==> src/design/radio_cmd_cfg.svh <==
//------------------------------
// Sizes, addresses and timing constants of the command path,
// included by every block that needs one of them
//------------------------------
`ifndef RADIO_CMD_CFG_SVH
`define RADIO_CMD_CFG_SVH

// Pi SPI frame and firmware version
`define FRAME_BITS 48
`define VERSION_MAJOR 8'd72
`define VERSION_MINOR 8'd4

// Command addresses
`define CMD_ADDR_GEN 6'h00
`define CMD_ADDR_CODEC 6'h3b

// Codec serial port, clk_internal cycles per sclk half period
`define SCLK_HALF 4
`define CODEC_BITS 16

// Quarter-ms tick, shortened for simulation
`define QMSEC_CYCLES 25
`define PTT_DEBOUNCE_TICKS 8

`endif

==> src/design/radio_cmd_pkg.sv <==
//------------------------------
// Types shared by the command path: the Pi SPI frame and
// the two readings of its 32-bit command data word
//------------------------------
package radio_cmd_pkg;

  // Gen view, valid when cmd_addr is the general config address
  typedef struct packed {
    logic [24:0] rsvd_hi;
    logic [3:0]  channels;
    logic [2:0]  rsvd_lo;
  } gen_cfg_t;

  // Codec view, instruction and value for one AD9866 write
  typedef struct packed {
    logic [15:0] rsvd;
    logic [15:0] spi_word;
  } codec_wr_t;

  // Same 32 bits, decoded by address
  typedef union packed {
    gen_cfg_t  gen;
    codec_wr_t codec;
  } cmd_data_u;

  // 48-bit frame from the Pi, MSB first on the wire
  typedef struct packed {
    logic [6:0]  rsvd_hi;
    logic        run;
    logic        rsvd_mid;
    logic [5:0]  cmd_addr;
    logic        cmd_ptt;
    logic [31:0] cmd_data;
  } cmd_frame_t;

endpackage

==> src/design/ad9866_ctrl_fsm.sv <==
//------------------------------
// AD9866 3-wire port master. Takes a codec write request and
// shifts its 16-bit instruction word out MSB first
//------------------------------
`timescale 1ns/10ps
`include "radio_cmd_cfg.svh"

module ad9866_ctrl_fsm
  import radio_cmd_pkg::*;
(
  input  logic       clk_internal,
  input  logic       rst_n,
  input  logic       cmd_rqst,
  input  logic [5:0] cmd_addr,
  input  cmd_data_u  cmd_data,
  output logic       sclk,
  output logic       sdio,
  output logic       sen_n
);

  typedef enum logic [1:0] {
    IDLE,
    SELECT,
    SHIFT,
    RELEASE
  } state_t;

  state_t state;

  logic                   accept;
  logic                   bit_start;
  logic                   sclk_level;
  logic                   shift_strobe;
  logic                   word_done;
  logic [3:0]             bit_idx;
  logic [`CODEC_BITS-1:0] shift_reg;

  // Codec writes only, anything arriving mid-write is dropped
  assign accept    = cmd_rqst && (cmd_addr == `CMD_ADDR_CODEC) && (state == IDLE);
  assign bit_start = accept;

  serial_bit_timer serial_bit_timer_i (
    .clk_internal (clk_internal),
    .rst_n        (rst_n),
    .bit_start    (bit_start),
    .sclk_level   (sclk_level),
    .shift_strobe (shift_strobe),
    .word_done    (word_done),
    .bit_idx      (bit_idx)
  );

  // ------------------------------
  // Sequencing
  // ------------------------------
  always_ff @(posedge clk_internal or negedge rst_n) begin
    if (!rst_n) begin
      state <= IDLE;
      sen_n <= 1'b1;
    end else begin
      case (state)
        IDLE: begin
          if (accept) begin
            state <= SELECT;
            sen_n <= 1'b0;
          end
        end
        // Lead halves, wait for first rising sclk
        SELECT: begin
          if (sclk_level) begin
            state <= SHIFT;
          end
        end
        SHIFT: begin
          // Falling edge of bit 0 ends the data phase
          if (shift_strobe && bit_idx == 4'd0) begin
            state <= RELEASE;
          end
        end
        // Tail half with sclk low, then deselect
        RELEASE: begin
          if (word_done) begin
            state <= IDLE;
            sen_n <= 1'b1;
          end
        end
        default: begin
          state <= IDLE;
          sen_n <= 1'b1;
        end
      endcase
    end
  end

  // Data shifter, next bit presented as sclk falls
  always_ff @(posedge clk_internal or negedge rst_n) begin
    if (!rst_n) begin
      shift_reg <= '0;
    end else if (accept) begin
      shift_reg <= cmd_data.codec.spi_word;
    end else if (shift_strobe) begin
      shift_reg <= {shift_reg[`CODEC_BITS-2:0], 1'b0};
    end
  end

  assign sdio = shift_reg[`CODEC_BITS-1];
  assign sclk = sclk_level;

endmodule

==> src/design/cmd_decoder.sv <==
//------------------------------
// Turns each received frame into command fields and a request pulse.
// Also holds the receiver channel count and flags count changes
//------------------------------
`timescale 1ns/10ps
`include "radio_cmd_cfg.svh"

module cmd_decoder
  import radio_cmd_pkg::*;
(
  input  logic       clk_internal,
  input  logic       rst_n,
  input  cmd_frame_t frame,
  input  logic       frame_done,
  output logic       run,
  output logic       cmd_ptt,
  output logic       cmd_rqst,
  output logic [5:0] cmd_addr,
  output cmd_data_u  cmd_data,
  output logic [3:0] channels,
  output logic       reset_channels
);

  // Incoming data word, read through the gen view
  cmd_data_u frame_data;
  logic      chan_change;

  assign frame_data = frame.cmd_data;

  // New count only on a general config frame that differs
  assign chan_change = (frame.cmd_addr == `CMD_ADDR_GEN) &&
                       (frame_data.gen.channels != channels);

  // ------------------------------
  // Control levels and pulses
  // ------------------------------
  always_ff @(posedge clk_internal or negedge rst_n) begin
    if (!rst_n) begin
      run            <= 1'b0;
      cmd_ptt        <= 1'b0;
      cmd_rqst       <= 1'b0;
      channels       <= 4'd0;
      reset_channels <= 1'b0;
    end else begin
      // Request lines up with the freshly loaded fields
      cmd_rqst       <= frame_done;
      reset_channels <= frame_done && chan_change;
      if (frame_done) begin
        run     <= frame.run;
        cmd_ptt <= frame.cmd_ptt;
        if (chan_change) begin
          channels <= frame_data.gen.channels;
        end
      end
    end
  end

  // Address and data, qualified by cmd_rqst downstream
  always_ff @(posedge clk_internal) begin
    if (frame_done) begin
      cmd_addr <= frame.cmd_addr;
      cmd_data <= frame_data;
    end
  end

endmodule

==> src/design/pi_spi_slave.sv <==
//------------------------------
// SPI slave for the Pi command link, oversampled on clk_internal.
// Receives one 48-bit frame per ce window, returns status and version
//------------------------------
`timescale 1ns/10ps
`include "radio_cmd_cfg.svh"

module pi_spi_slave
  import radio_cmd_pkg::*;
(
  input  logic       clk_internal,
  input  logic       rst_n,
  input  logic       sck,
  input  logic       mosi,
  input  logic       ce,
  output logic       miso,
  input  logic [7:0] resp,
  output cmd_frame_t frame,
  output logic       frame_done
);

  localparam int CNT_W = $clog2(`FRAME_BITS + 1);

  // Two sync flops plus one history flop for edge detect
  logic [2:0] sck_q;
  logic [2:0] ce_q;
  logic [1:0] mosi_q;

  logic sck_rise;
  logic sck_fall;
  logic ce_fall;
  logic ce_rise;
  logic ce_active;

  logic [CNT_W-1:0]      bit_cnt;
  logic [`FRAME_BITS-1:0] rx_shift;
  logic [`FRAME_BITS-1:0] tx_shift;

  // ------------------------------
  // Input synchronizers
  // ------------------------------
  always_ff @(posedge clk_internal or negedge rst_n) begin
    if (!rst_n) begin
      sck_q  <= 3'b000;
      ce_q   <= 3'b111;
      mosi_q <= 2'b00;
    end else begin
      sck_q  <= {sck_q[1:0], sck};
      ce_q   <= {ce_q[1:0], ce};
      mosi_q <= {mosi_q[0], mosi};
    end
  end

  assign sck_rise  = sck_q[1] & ~sck_q[2];
  assign sck_fall  = ~sck_q[1] & sck_q[2];
  assign ce_fall   = ~ce_q[1] & ce_q[2];
  assign ce_rise   = ce_q[1] & ~ce_q[2];
  assign ce_active = ~ce_q[1];

  // ------------------------------
  // Bit count and frame strobe
  // ------------------------------
  always_ff @(posedge clk_internal or negedge rst_n) begin
    if (!rst_n) begin
      bit_cnt    <= '0;
      frame_done <= 1'b0;
    end else begin
      // Only an exact-length frame is passed on
      frame_done <= ce_rise && (bit_cnt == CNT_W'(`FRAME_BITS));
      if (ce_fall) begin
        bit_cnt <= '0;
      end else if (sck_rise && ce_active && bit_cnt != '1) begin
        // Saturate so long frames cannot wrap back to 48
        bit_cnt <= bit_cnt + 1'b1;
      end
    end
  end

  // Receive shift, sampled on rising sck
  always_ff @(posedge clk_internal) begin
    if (sck_rise && ce_active) begin
      rx_shift <= {rx_shift[`FRAME_BITS-2:0], mosi_q[1]};
    end
  end

  // Stable after the last sck edge, so valid with frame_done
  assign frame = rx_shift;

  // Response word, loaded at frame start and moved on falling sck
  always_ff @(posedge clk_internal or negedge rst_n) begin
    if (!rst_n) begin
      tx_shift <= '0;
    end else if (ce_fall) begin
      tx_shift <= {resp, 24'h000000, `VERSION_MAJOR, `VERSION_MINOR};
    end else if (sck_fall && ce_active) begin
      tx_shift <= {tx_shift[`FRAME_BITS-2:0], 1'b0};
    end
  end

  assign miso = tx_shift[`FRAME_BITS-1];

endmodule

==> src/design/ptt_control.sv <==
//------------------------------
// Transmit enable from the PTT command and the phone-jack key,
// plus the status byte returned to the Pi
//------------------------------
`timescale 1ns/10ps
`include "radio_cmd_cfg.svh"

module ptt_control (
  input  logic       clk_internal,
  input  logic       rst_n,
  input  logic       run,
  input  logic       cmd_ptt,
  input  logic       io_phone_tip,
  output logic       tx_on,
  output logic [7:0] resp
);

  localparam int TICK_W = $clog2(`QMSEC_CYCLES);
  localparam int DEB_W  = $clog2(`PTT_DEBOUNCE_TICKS + 1);

  logic [TICK_W-1:0] tick_cnt;
  logic              qmsec_tick;
  logic [1:0]        tip_q;
  logic              key_now;
  logic              key_pressed;
  logic [DEB_W-1:0]  deb_cnt;

  // ------------------------------
  // Quarter-millisecond tick
  // ------------------------------
  assign qmsec_tick = (tick_cnt == TICK_W'(`QMSEC_CYCLES - 1));

  always_ff @(posedge clk_internal or negedge rst_n) begin
    if (!rst_n) begin
      tick_cnt <= '0;
    end else begin
      tick_cnt <= qmsec_tick ? '0 : tick_cnt + 1'b1;
    end
  end

  // Key is active low, idles high
  always_ff @(posedge clk_internal or negedge rst_n) begin
    if (!rst_n) begin
      tip_q <= 2'b11;
    end else begin
      tip_q <= {tip_q[0], io_phone_tip};
    end
  end

  assign key_now = ~tip_q[1];

  // Accept a new key level after it holds for the tick count
  always_ff @(posedge clk_internal or negedge rst_n) begin
    if (!rst_n) begin
      key_pressed <= 1'b0;
      deb_cnt     <= '0;
    end else if (key_now == key_pressed) begin
      deb_cnt <= '0;
    end else if (qmsec_tick) begin
      if (deb_cnt == DEB_W'(`PTT_DEBOUNCE_TICKS - 1)) begin
        key_pressed <= key_now;
        deb_cnt     <= '0;
      end else begin
        deb_cnt <= deb_cnt + 1'b1;
      end
    end
  end

  // Transmit only while running
  always_ff @(posedge clk_internal or negedge rst_n) begin
    if (!rst_n) begin
      tx_on <= 1'b0;
    end else begin
      tx_on <= run & (cmd_ptt | key_pressed);
    end
  end

  assign resp = {6'b000000, key_pressed, tx_on};

endmodule

==> src/design/radio_cmd_core.sv <==
//------------------------------
// Command and control core: Pi SPI link, command decode,
// AD9866 register writes and PTT handling
//------------------------------
`timescale 1ns/10ps

module radio_cmd_core
  import radio_cmd_pkg::*;
(
  input  logic       clk_internal,
  input  logic       rst_n,
  // Pi command link
  input  logic       pi_spi_sck,
  input  logic       pi_spi_mosi,
  input  logic       pi_spi_ce,
  output logic       pi_spi_miso,
  // Phone jack and PA switching
  input  logic       io_phone_tip,
  output logic       io_ptt_out,
  // Receiver channel control
  output logic [3:0] channels,
  output logic       reset_channels,
  // Codec serial port
  output logic       rffe_ad9866_sclk,
  output logic       rffe_ad9866_sdio,
  output logic       rffe_ad9866_sen_n
);

  cmd_frame_t frame;
  logic       frame_done;
  logic       run;
  logic       cmd_ptt;
  logic       cmd_rqst;
  logic [5:0] cmd_addr;
  cmd_data_u  cmd_data;
  logic [7:0] resp;

  pi_spi_slave pi_spi_slave_i (
    .clk_internal (clk_internal),
    .rst_n        (rst_n),
    .sck          (pi_spi_sck),
    .mosi         (pi_spi_mosi),
    .ce           (pi_spi_ce),
    .miso         (pi_spi_miso),
    .resp         (resp),
    .frame        (frame),
    .frame_done   (frame_done)
  );

  cmd_decoder cmd_decoder_i (
    .clk_internal   (clk_internal),
    .rst_n          (rst_n),
    .frame          (frame),
    .frame_done     (frame_done),
    .run            (run),
    .cmd_ptt        (cmd_ptt),
    .cmd_rqst       (cmd_rqst),
    .cmd_addr       (cmd_addr),
    .cmd_data       (cmd_data),
    .channels       (channels),
    .reset_channels (reset_channels)
  );

  ad9866_ctrl_fsm ad9866_ctrl_fsm_i (
    .clk_internal (clk_internal),
    .rst_n        (rst_n),
    .cmd_rqst     (cmd_rqst),
    .cmd_addr     (cmd_addr),
    .cmd_data     (cmd_data),
    .sclk         (rffe_ad9866_sclk),
    .sdio         (rffe_ad9866_sdio),
    .sen_n        (rffe_ad9866_sen_n)
  );

  ptt_control ptt_control_i (
    .clk_internal (clk_internal),
    .rst_n        (rst_n),
    .run          (run),
    .cmd_ptt      (cmd_ptt),
    .io_phone_tip (io_phone_tip),
    .tx_on        (io_ptt_out),
    .resp         (resp)
  );

endmodule

==> src/design/serial_bit_timer.sv <==
//------------------------------
// Paces the codec serial clock: two low lead halves, then
// CODEC_BITS full sclk periods, then one low tail half
//------------------------------
`timescale 1ns/10ps
`include "radio_cmd_cfg.svh"

module serial_bit_timer (
  input  logic       clk_internal,
  input  logic       rst_n,
  input  logic       bit_start,
  output logic       sclk_level,
  output logic       shift_strobe,
  output logic       word_done,
  output logic [3:0] bit_idx
);

  localparam int DIV_W = $clog2(`SCLK_HALF);

  logic             active;
  logic             lead_done;
  logic             last_bit;
  logic [DIV_W-1:0] div_cnt;
  logic             half_tick;

  // End of the current half period
  assign half_tick = active && (div_cnt == DIV_W'(`SCLK_HALF - 1));

  // Falling edge, sclk drops on the same clock
  assign shift_strobe = half_tick && sclk_level;
  // Tail half finished after the last bit
  assign word_done = half_tick && !sclk_level && last_bit;

  always_ff @(posedge clk_internal or negedge rst_n) begin
    if (!rst_n) begin
      active     <= 1'b0;
      lead_done  <= 1'b0;
      last_bit   <= 1'b0;
      div_cnt    <= '0;
      sclk_level <= 1'b0;
      bit_idx    <= 4'd0;
    end else if (bit_start && !active) begin
      active     <= 1'b1;
      lead_done  <= 1'b0;
      last_bit   <= 1'b0;
      div_cnt    <= '0;
      sclk_level <= 1'b0;
      bit_idx    <= 4'(`CODEC_BITS - 1);
    end else if (active) begin
      div_cnt <= half_tick ? '0 : div_cnt + 1'b1;
      if (half_tick) begin
        if (sclk_level) begin
          sclk_level <= 1'b0;
          // Count down bits, MSB first
          if (bit_idx == 4'd0) begin
            last_bit <= 1'b1;
          end else begin
            bit_idx <= bit_idx - 1'b1;
          end
        end else if (last_bit) begin
          active <= 1'b0;
        end else if (lead_done) begin
          sclk_level <= 1'b1;
        end else begin
          // First lead half over, second stays low
          lead_done <= 1'b1;
        end
      end
    end
  end

endmodule

==> config.mk <==
export PLATFORM = sky130hd
export DESIGN_NAME = radio_cmd_core
export DESIGN_NICKNAME = d
export VERILOG_FILES = /design/src/design/radio_cmd_pkg.sv /design/src/design/ad9866_ctrl_fsm.sv /design/src/design/cmd_decoder.sv /design/src/design/pi_spi_slave.sv /design/src/design/ptt_control.sv /design/src/design/radio_cmd_core.sv /design/src/design/serial_bit_timer.sv
export VERILOG_INCLUDE_DIRS = /design/src /design/src/design
export SDC_FILE = /design/constraint.sdc
export NUM_CORES = 1
export LEC_CHECK = 0
export ABC_AREA = 1
export BUFFER_PORTS_ARGS = -buffer_cell sky130_fd_sc_hd__buf_2
export CORE_ASPECT_RATIO = 1.2
export CORE_UTILIZATION = 61
export DETAILED_ROUTE_END_ITERATION = 8
export PLACE_DENSITY_LB_ADDON = 0.05
export SLEW_MARGIN = 20
export SYNTH_ARGS = -nofsm -noshare
export SYNTH_HDL_FRONTEND = slang
export SYNTH_SLANG_ARGS = --single-unit
==> constraint.sdc <==
create_clock -name clk_internal -period 1.95 [get_ports clk_internal]
set_input_delay 0.0975 -clock clk_internal [delete_from_list [all_inputs] [get_ports clk_internal]]
set_output_delay 0.0975 -clock clk_internal [all_outputs]
set_load 0.03 [all_outputs]
Word-level counts from Yosys, hierarchy flattened --
Cells that the tools add are included.
Word-level totals: output and inout port bits 10, word-level logic and storage cells 146, bits of input ports 6, register bits 176
Cells by class: add/sub/neg operators 5, eq/ne operators 18, bitwise operators 12, mux-type cells 47, reduce and logical (&&, ||, !) cells 36
Operators by type and width (count):
- $mux W48 | 2
- $mux W16 | 2
- $mux W4 | 8
- $mux W1 | 23
- $reduce_bool A2 Y1 | 9
- $reduce_and A4 Y1 | 4
- $logic_and A1 B1 Y1 | 14
- $mux W2 | 7
- $eq A6 B6 Y1 const B | 2
- $mux W6 | 2
- $ne A2 B2 Y1 const B | 4
- $pmux W2 S4 | 1
- $add A6 B1 Y6 const B | 1
- $eq A2 B2 Y1 const B | 3
- $logic_not A6 Y1 | 1
- $ne A2 B1 Y1 const B | 3
- $ne A6 B6 Y1 const B | 1
- $not A1 Y1 | 6
- $reduce_and A3 Y1 | 2
- $add A5 B1 Y5 const B | 1
- $and A1 B1 Y1 | 5
- $eq A5 B5 Y1 const B | 1
- $mux W5 | 1
- $add A4 B1 Y4 const B | 1
- 12 further kinds | 14

Logic depth before layout (Yosys ltp) --
word-level depth 6, gate-level depth with buffers 9, mapped depth without buffers 9

Cells and area by module --
Synthesis repeated with hierarchy kept, for this count alone.
Second synthesis, totals: cell total of the unflattened synthesis 654, area total of the unflattened synthesis 7838.8 µm²
By module, submodules not included:
- pi_spi_slave | times used 1, area an instance 3940.0 µm², seq. area each 2971.6 µm², cells each 299
- cmd_decoder | times used 1, area an instance 1564.0 µm², seq. area each 1341.3 µm², cells each 90
- ad9866_ctrl_fsm | times used 1, area an instance 1107.3 µm², seq. area each 476.7 µm², cells each 133
- ptt_control | times used 1, area an instance 698.2 µm², seq. area each 327.8 µm², cells each 76
- serial_bit_timer | times used 1, area an instance 529.3 µm², seq. area each 250.2 µm², cells each 56

Worst setup path after synthesis --
No wires, ideal clock.
path type flip-flop to flip-flop, start register pi_spi_slave_i.sck_q[2], end register pi_spi_slave_i.rx_shift[0], in the netlist pi_spi_slave_i.frame[0], enable pin, stages on the path, launching flop included 4, buffers on the path 0, library setup time 0.395 ns, clock period less this slack 1.760 ns, path slack 0.190 ns, required time 1.555 ns, arrival 1.365 ns, path through dfrtp_1 -> inv_1 -> nand3_1 -> inv_1
On the way: cells in the longest elaborated chain, start to end 3
Ends and longest elaborated chain:
- from (decl) | line pi_spi_slave.sv:25 | logic [2:0] sck_q;
- from (signal assigned) | line pi_spi_slave.sv:48 | sck_q <= {sck_q[1:0], sck};
- $not A1 Y1 | line pi_spi_slave.sv:54 | assign sck_rise = sck_q[1] & ~sck_q[2];
- $and A1 B1 Y1 | line pi_spi_slave.sv:54
- $logic_and A1 B1 Y1 | line pi_spi_slave.sv:81 | if (sck_rise && ce_active) begin
- to (signal assigned) | line pi_spi_slave.sv:82 | rx_shift <= {rx_shift[`FRAME_BITS-2:0], mosi_q[1]};
- to (decl) | line pi_spi_slave.sv:36 | logic [`FRAME_BITS-1:0] rx_shift;
Every way passes these cells. A chain may end at the register's enable or synchronous reset.

Final worst setup path --
start register ad9866_ctrl_fsm_i.state[0], end register ad9866_ctrl_fsm_i.shift_reg[0]
On the way: cells in the longest elaborated chain, start to end 3, elaborated cells between the ends (all ways) 4
Ends and longest elaborated chain:
- from (decl) | line ad9866_ctrl_fsm.sv:28 | state_t state;
- from (signal assigned) | line ad9866_ctrl_fsm.sv:57 | state <= IDLE;
- from (signal assigned) | line ad9866_ctrl_fsm.sv:63 | state <= SELECT;
- from (signal assigned) | line ad9866_ctrl_fsm.sv:70 | state <= SHIFT;
- $logic_not A2 Y1 (*) | line ad9866_ctrl_fsm.sv:39 | assign accept = cmd_rqst && (cmd_addr == `CMD_ADDR_CODEC) && (state == IDLE);
- $logic_and A1 B1 Y1 (*) | line ad9866_ctrl_fsm.sv:39
- $mux W16 or $reduce_bool A2 Y1 (tied branches)
- to (signal assigned) | line ad9866_ctrl_fsm.sv:99 | shift_reg <= cmd_data.codec.spi_word;
- to (signal assigned) | line ad9866_ctrl_fsm.sv:101 | shift_reg <= {shift_reg[`CODEC_BITS-2:0], 1'b0};
- to (decl) | line ad9866_ctrl_fsm.sv:36 | logic [`CODEC_BITS-1:0] shift_reg;
Every way passes the cells marked *; elsewhere a longest branch is shown, timed or not.

==> run_results.csv <==
group,metric,value,unit
outcome,status,"finished, violations left",
outcome,violations,"DRC",
grt,grt_max_degree,47,
grt,antenna_found_initial,0,
clocking,path_clk_slew,70,ps
clocking,cts_resized,0,
worst_setup_path,endpoint_kind,"flop",
sta,hold_slack,140.6,ps
sta,finalSetupViolations,0,
power,comb_power_share,2.5,%
sta,relSlewSlack,66.57,%
power,sw_frac_of_total,21.32,%
final_layout,largest_register_ffs,46,
worst_setup_path,slowest_stage,"dfrtp_1",
final_layout,fillers,731,
worst_setup_path,worstPathRequired,2300,ps
grt,grtUsageMet1,29.76,%
placement,placed_cell_area,6973,um2
sta,fin_setup_tns,0,ps
clocking,numClockSinks,174,
power,clkPwrFrac,47.5,%
sta,period_minus_slack,1615,ps
worst_setup_path,cp_top_family,"buffers and inverters",
grt,grt_pass1_wl,19910,um
final_layout,stdcell_area,7672,um2
die,dieArea,11470,um2
drt,wl,11660,um
grt,met2_usage,37.18,%
sta,worst_pin_slew,497.8,ps
worst_setup_path,worstReg2RegEnd,"ad9866_ctrl_fsm_i.shift_reg[0]",
final_layout,top_register,"pi_spi_slave_i.tx_shift",
placement,dp_hpwl,6943,um
worst_setup_path,path_buf_inv,2,
sta,hold_viol,0,
final_layout,utilization,72.25,%
clocking,cts_max_level,4,
final_layout,antenna_cells,0,
drt,routed_via_density,5.510,
worst_setup_path,cp.depth,7,
clocking,clk_latency,420,ps
drt,antenna_left,0,
worst_setup_path,path_cells,"inv_1, ha_1, nand3_1, nand2_1, inv_1, nand2_1, nand2_1",
clocking,cts_setup_buffers,0,
clocking,cts_tree,"yes",
sta,drv_slew,0,
drt,vias,4204,
grt,grt_most_used_layer,"met2",
sta,fmax,619.0,MHz
grt,use_met3,4.335,%
drt,drt_first_pass_iters,6,
grt,grt_remaining_overflow,0,
job,maxCapViolCount,0,
clocking,clk_path_buf_depth,2,
synth,synth-seq-cells,174,
worst_setup_path,worstPathMaxFanout,16,
die,ios,16,
power,power.internal,6.083,mW
power,ir_drop,0.0006330,V
min_path,hp-class,"in -> async",
worst_setup_path,critPathKind,"reg -> reg",
synth,synthesis.yosys.warnings,0,
worst_setup_path,rr_worst_depth,7,
synth,synth_cell_types,37,
worst_setup_path,start_kind,"flop",
final_layout,final_nets,639,
power,power.density,1008,nW/um2
worst_setup_path,cp_data_arrival_time,1970,ps
synth,syn-num-nets,604,
drt,dr.first_iter.drc_count,249,
placement,place_congestion,0.7568,
die,die_h,117.1,um
drt,drc_errors,3,
final_layout,area_delta_synth_final,13.94,%
drt,wl_per_cell,15.29,um
sta,skew,9.905,ps
grt,grt_pass1_vias,4213,
power,p_seq_share,50.0,%
synth,syn_avg_cell_area,11.49,um2
final_layout,drive_gt1_share,12.30,%
power,power,7.731,mW
clocking,clockRootBuffer,"clkbuf_16",
die,die_w,97.92,um
worst_setup_path,crit-reg2reg-launch,"ad9866_ctrl_fsm_i.state[0]",
synth,ys_seq_area_share,69.45,%
sta,rsz0062_at_grt,"false",
placement,io_buffers,15,
synth,syn_area,6734,um2
die,row_count,41,
grt,grt_usage,22.54,%
die,core,10620,um2
sta,fin_crit_sh,82.84,%
synth,syn_inst,586,
clocking,cts_buffers,17,
worst_setup_path,cpMostUsedCell,"nand2_1",
worst_setup_path,max_stage_delay,420,ps
worst_setup_path,reg2reg_slack,330,ps
power,power.leakage,3.432,nW
die,start_util,63.41,%
power,power.net_switching,1.648,mW
## cells in the mapped netlist (all sizes together)
| master | number | area share (%) |
|---|---|---|
| edfxtp | 63 | 28 |
| buf | 14 | 1.3 |
| nor4 | 1 | 0.093 |
| o21bai | 2 | 0.22 |
| o211ai | 1 | 0.11 |
| dfrtp | 105 | 39 |
| o221ai | 1 | 0.13 |
| a21oi | 8 | 0.76 |
| clkinv | 1 | 0.056 |
| o32ai | 1 | 0.13 |
| nor3 | 5 | 0.37 |
| nand2 | 113 | 6.6 |
| inv | 75 | 4.3 |
| xor2 | 5 | 0.65 |
| o22ai | 9 | 0.84 |
| nor2 | 25 | 1.5 |
| a31o | 1 | 0.13 |
| o21ai | 36 | 2.7 |
| o31ai | 14 | 1.6 |
| nand3b | 2 | 0.22 |
| nand3 | 77 | 5.8 |
| dfstp | 6 | 2.3 |
| nand4 | 6 | 0.56 |
| ha | 12 | 2.2 |
| or2 | 2 | 0.19 |
| xnor2 | 1 | 0.13 |
## stage by stage
stage | setup WS [ps] | cells
after floorplan | 189.7 | 586
after global placement | 483.8 | 726
after detailed placement | 414.8 | 726
after CTS | 366.1 | 763
after global routing | 184.8 | 763
final | 334.6 | 763
## final cells by class
type	instances	area, um2	share of cell area (%)
clock buffer	17	425.4	5.545
clock inverter	15	224.0	2.919
inverter	76	292.8	3.816
multi-input combinational	322	1677	21.85
sequential	174	4677	60.96
tap	129	161.4	2.104
timing repair buffer	30	215.2	2.805
## worst max path at each step
stage,startpoint,to,slack [ps]
after floorplan,pi_spi_slave_i.sck_q[2],pi_spi_slave_i.frame[0],190
after global placement,ad9866_ctrl_fsm_i.state[0],ad9866_ctrl_fsm_i.serial_bit_timer_i.sclk_level,480
after detailed placement,ad9866_ctrl_fsm_i.state[0],ad9866_ctrl_fsm_i.serial_bit_timer_i.sclk_level,410
after CTS,ad9866_ctrl_fsm_i.state[0],ad9866_ctrl_fsm_i.shift_reg[0],370
after global routing,ad9866_ctrl_fsm_i.state[0],ad9866_ctrl_fsm_i.shift_reg[13],180
final,ad9866_ctrl_fsm_i.state[0],ad9866_ctrl_fsm_i.shift_reg[0],330
## worst register-to-register path: cells and delay by family, from the launching register on
family / cells / cell delay, ps
adders and majority gates: 1 / 220
buffers and inverters: 2 / 480
DFF: 1 / 420
and+or+nand+nor: 4 / 420
## cells by family (layout without fill, tap and decap cells)
| group | after synthesis | in the layout | synth area share [%] |
|---|---|---|---|
| AND/OR/NAND/NOR | 231 | 231 | 15.33 |
| flip-flops | 174 | 174 | 69.45 |
| buffers and inverters | 90 | 138 | 5.648 |
| AO/OA/AOI/OAI | 73 | 73 | 6.559 |
| adder cells (fa/ha/maj) | 12 | 12 | 2.230 |
| XOR/XNOR | 6 | 6 | 0.7804 |
## per-layer routing
metal,up-vias,part of all wire [%]
li1,2045,-
met1,2061,46
met2,86,50
met3,12,3.1
met4,0,0.98
met5,-,0
## layout by cell type (no fill, tap or decap), drive strengths merged
cell	netlist	layout
nand3b	2	2
o221ai	1	1
dfstp	6	6
o21bai	2	2
clkbuf	0	17
o32ai	1	1
a31o	1	1
bufinv	0	4
clkinvlp	0	2
nand4	6	6
dfrtp	105	105
nor2	25	25
xnor2	1	1
nand2	113	113
clkinv	1	3
ha	12	12
or2	2	2
o22ai	9	9
nor4	1	1
o21ai	36	36
o211ai	1	1
a21oi	8	8
nor3	5	5
dlygate4sd3	0	5
nand3	77	77
buf	14	25
xor2	5	5
edfxtp	63	63
o31ai	14	14
inv	75	82
## repair_timing
action,4_1_cts,5_1_grt
endpoints found under the setup margin,0,0
endpoints found under the hold margin,73,0
hold buffers,5,0
## power by group through the flow
stage	registers (mW)	clock network [mW]	logic [mW]
floorplan	3.93	0	0.0980
global placement	3.94	0	0.179
detailed placement	3.94	0	0.184
CTS	3.87	3.73	0.196
global route	3.87	3.89	0.216
finish	3.87	3.67	0.192
Note: power is estimated with default switching activity, not from simulation.
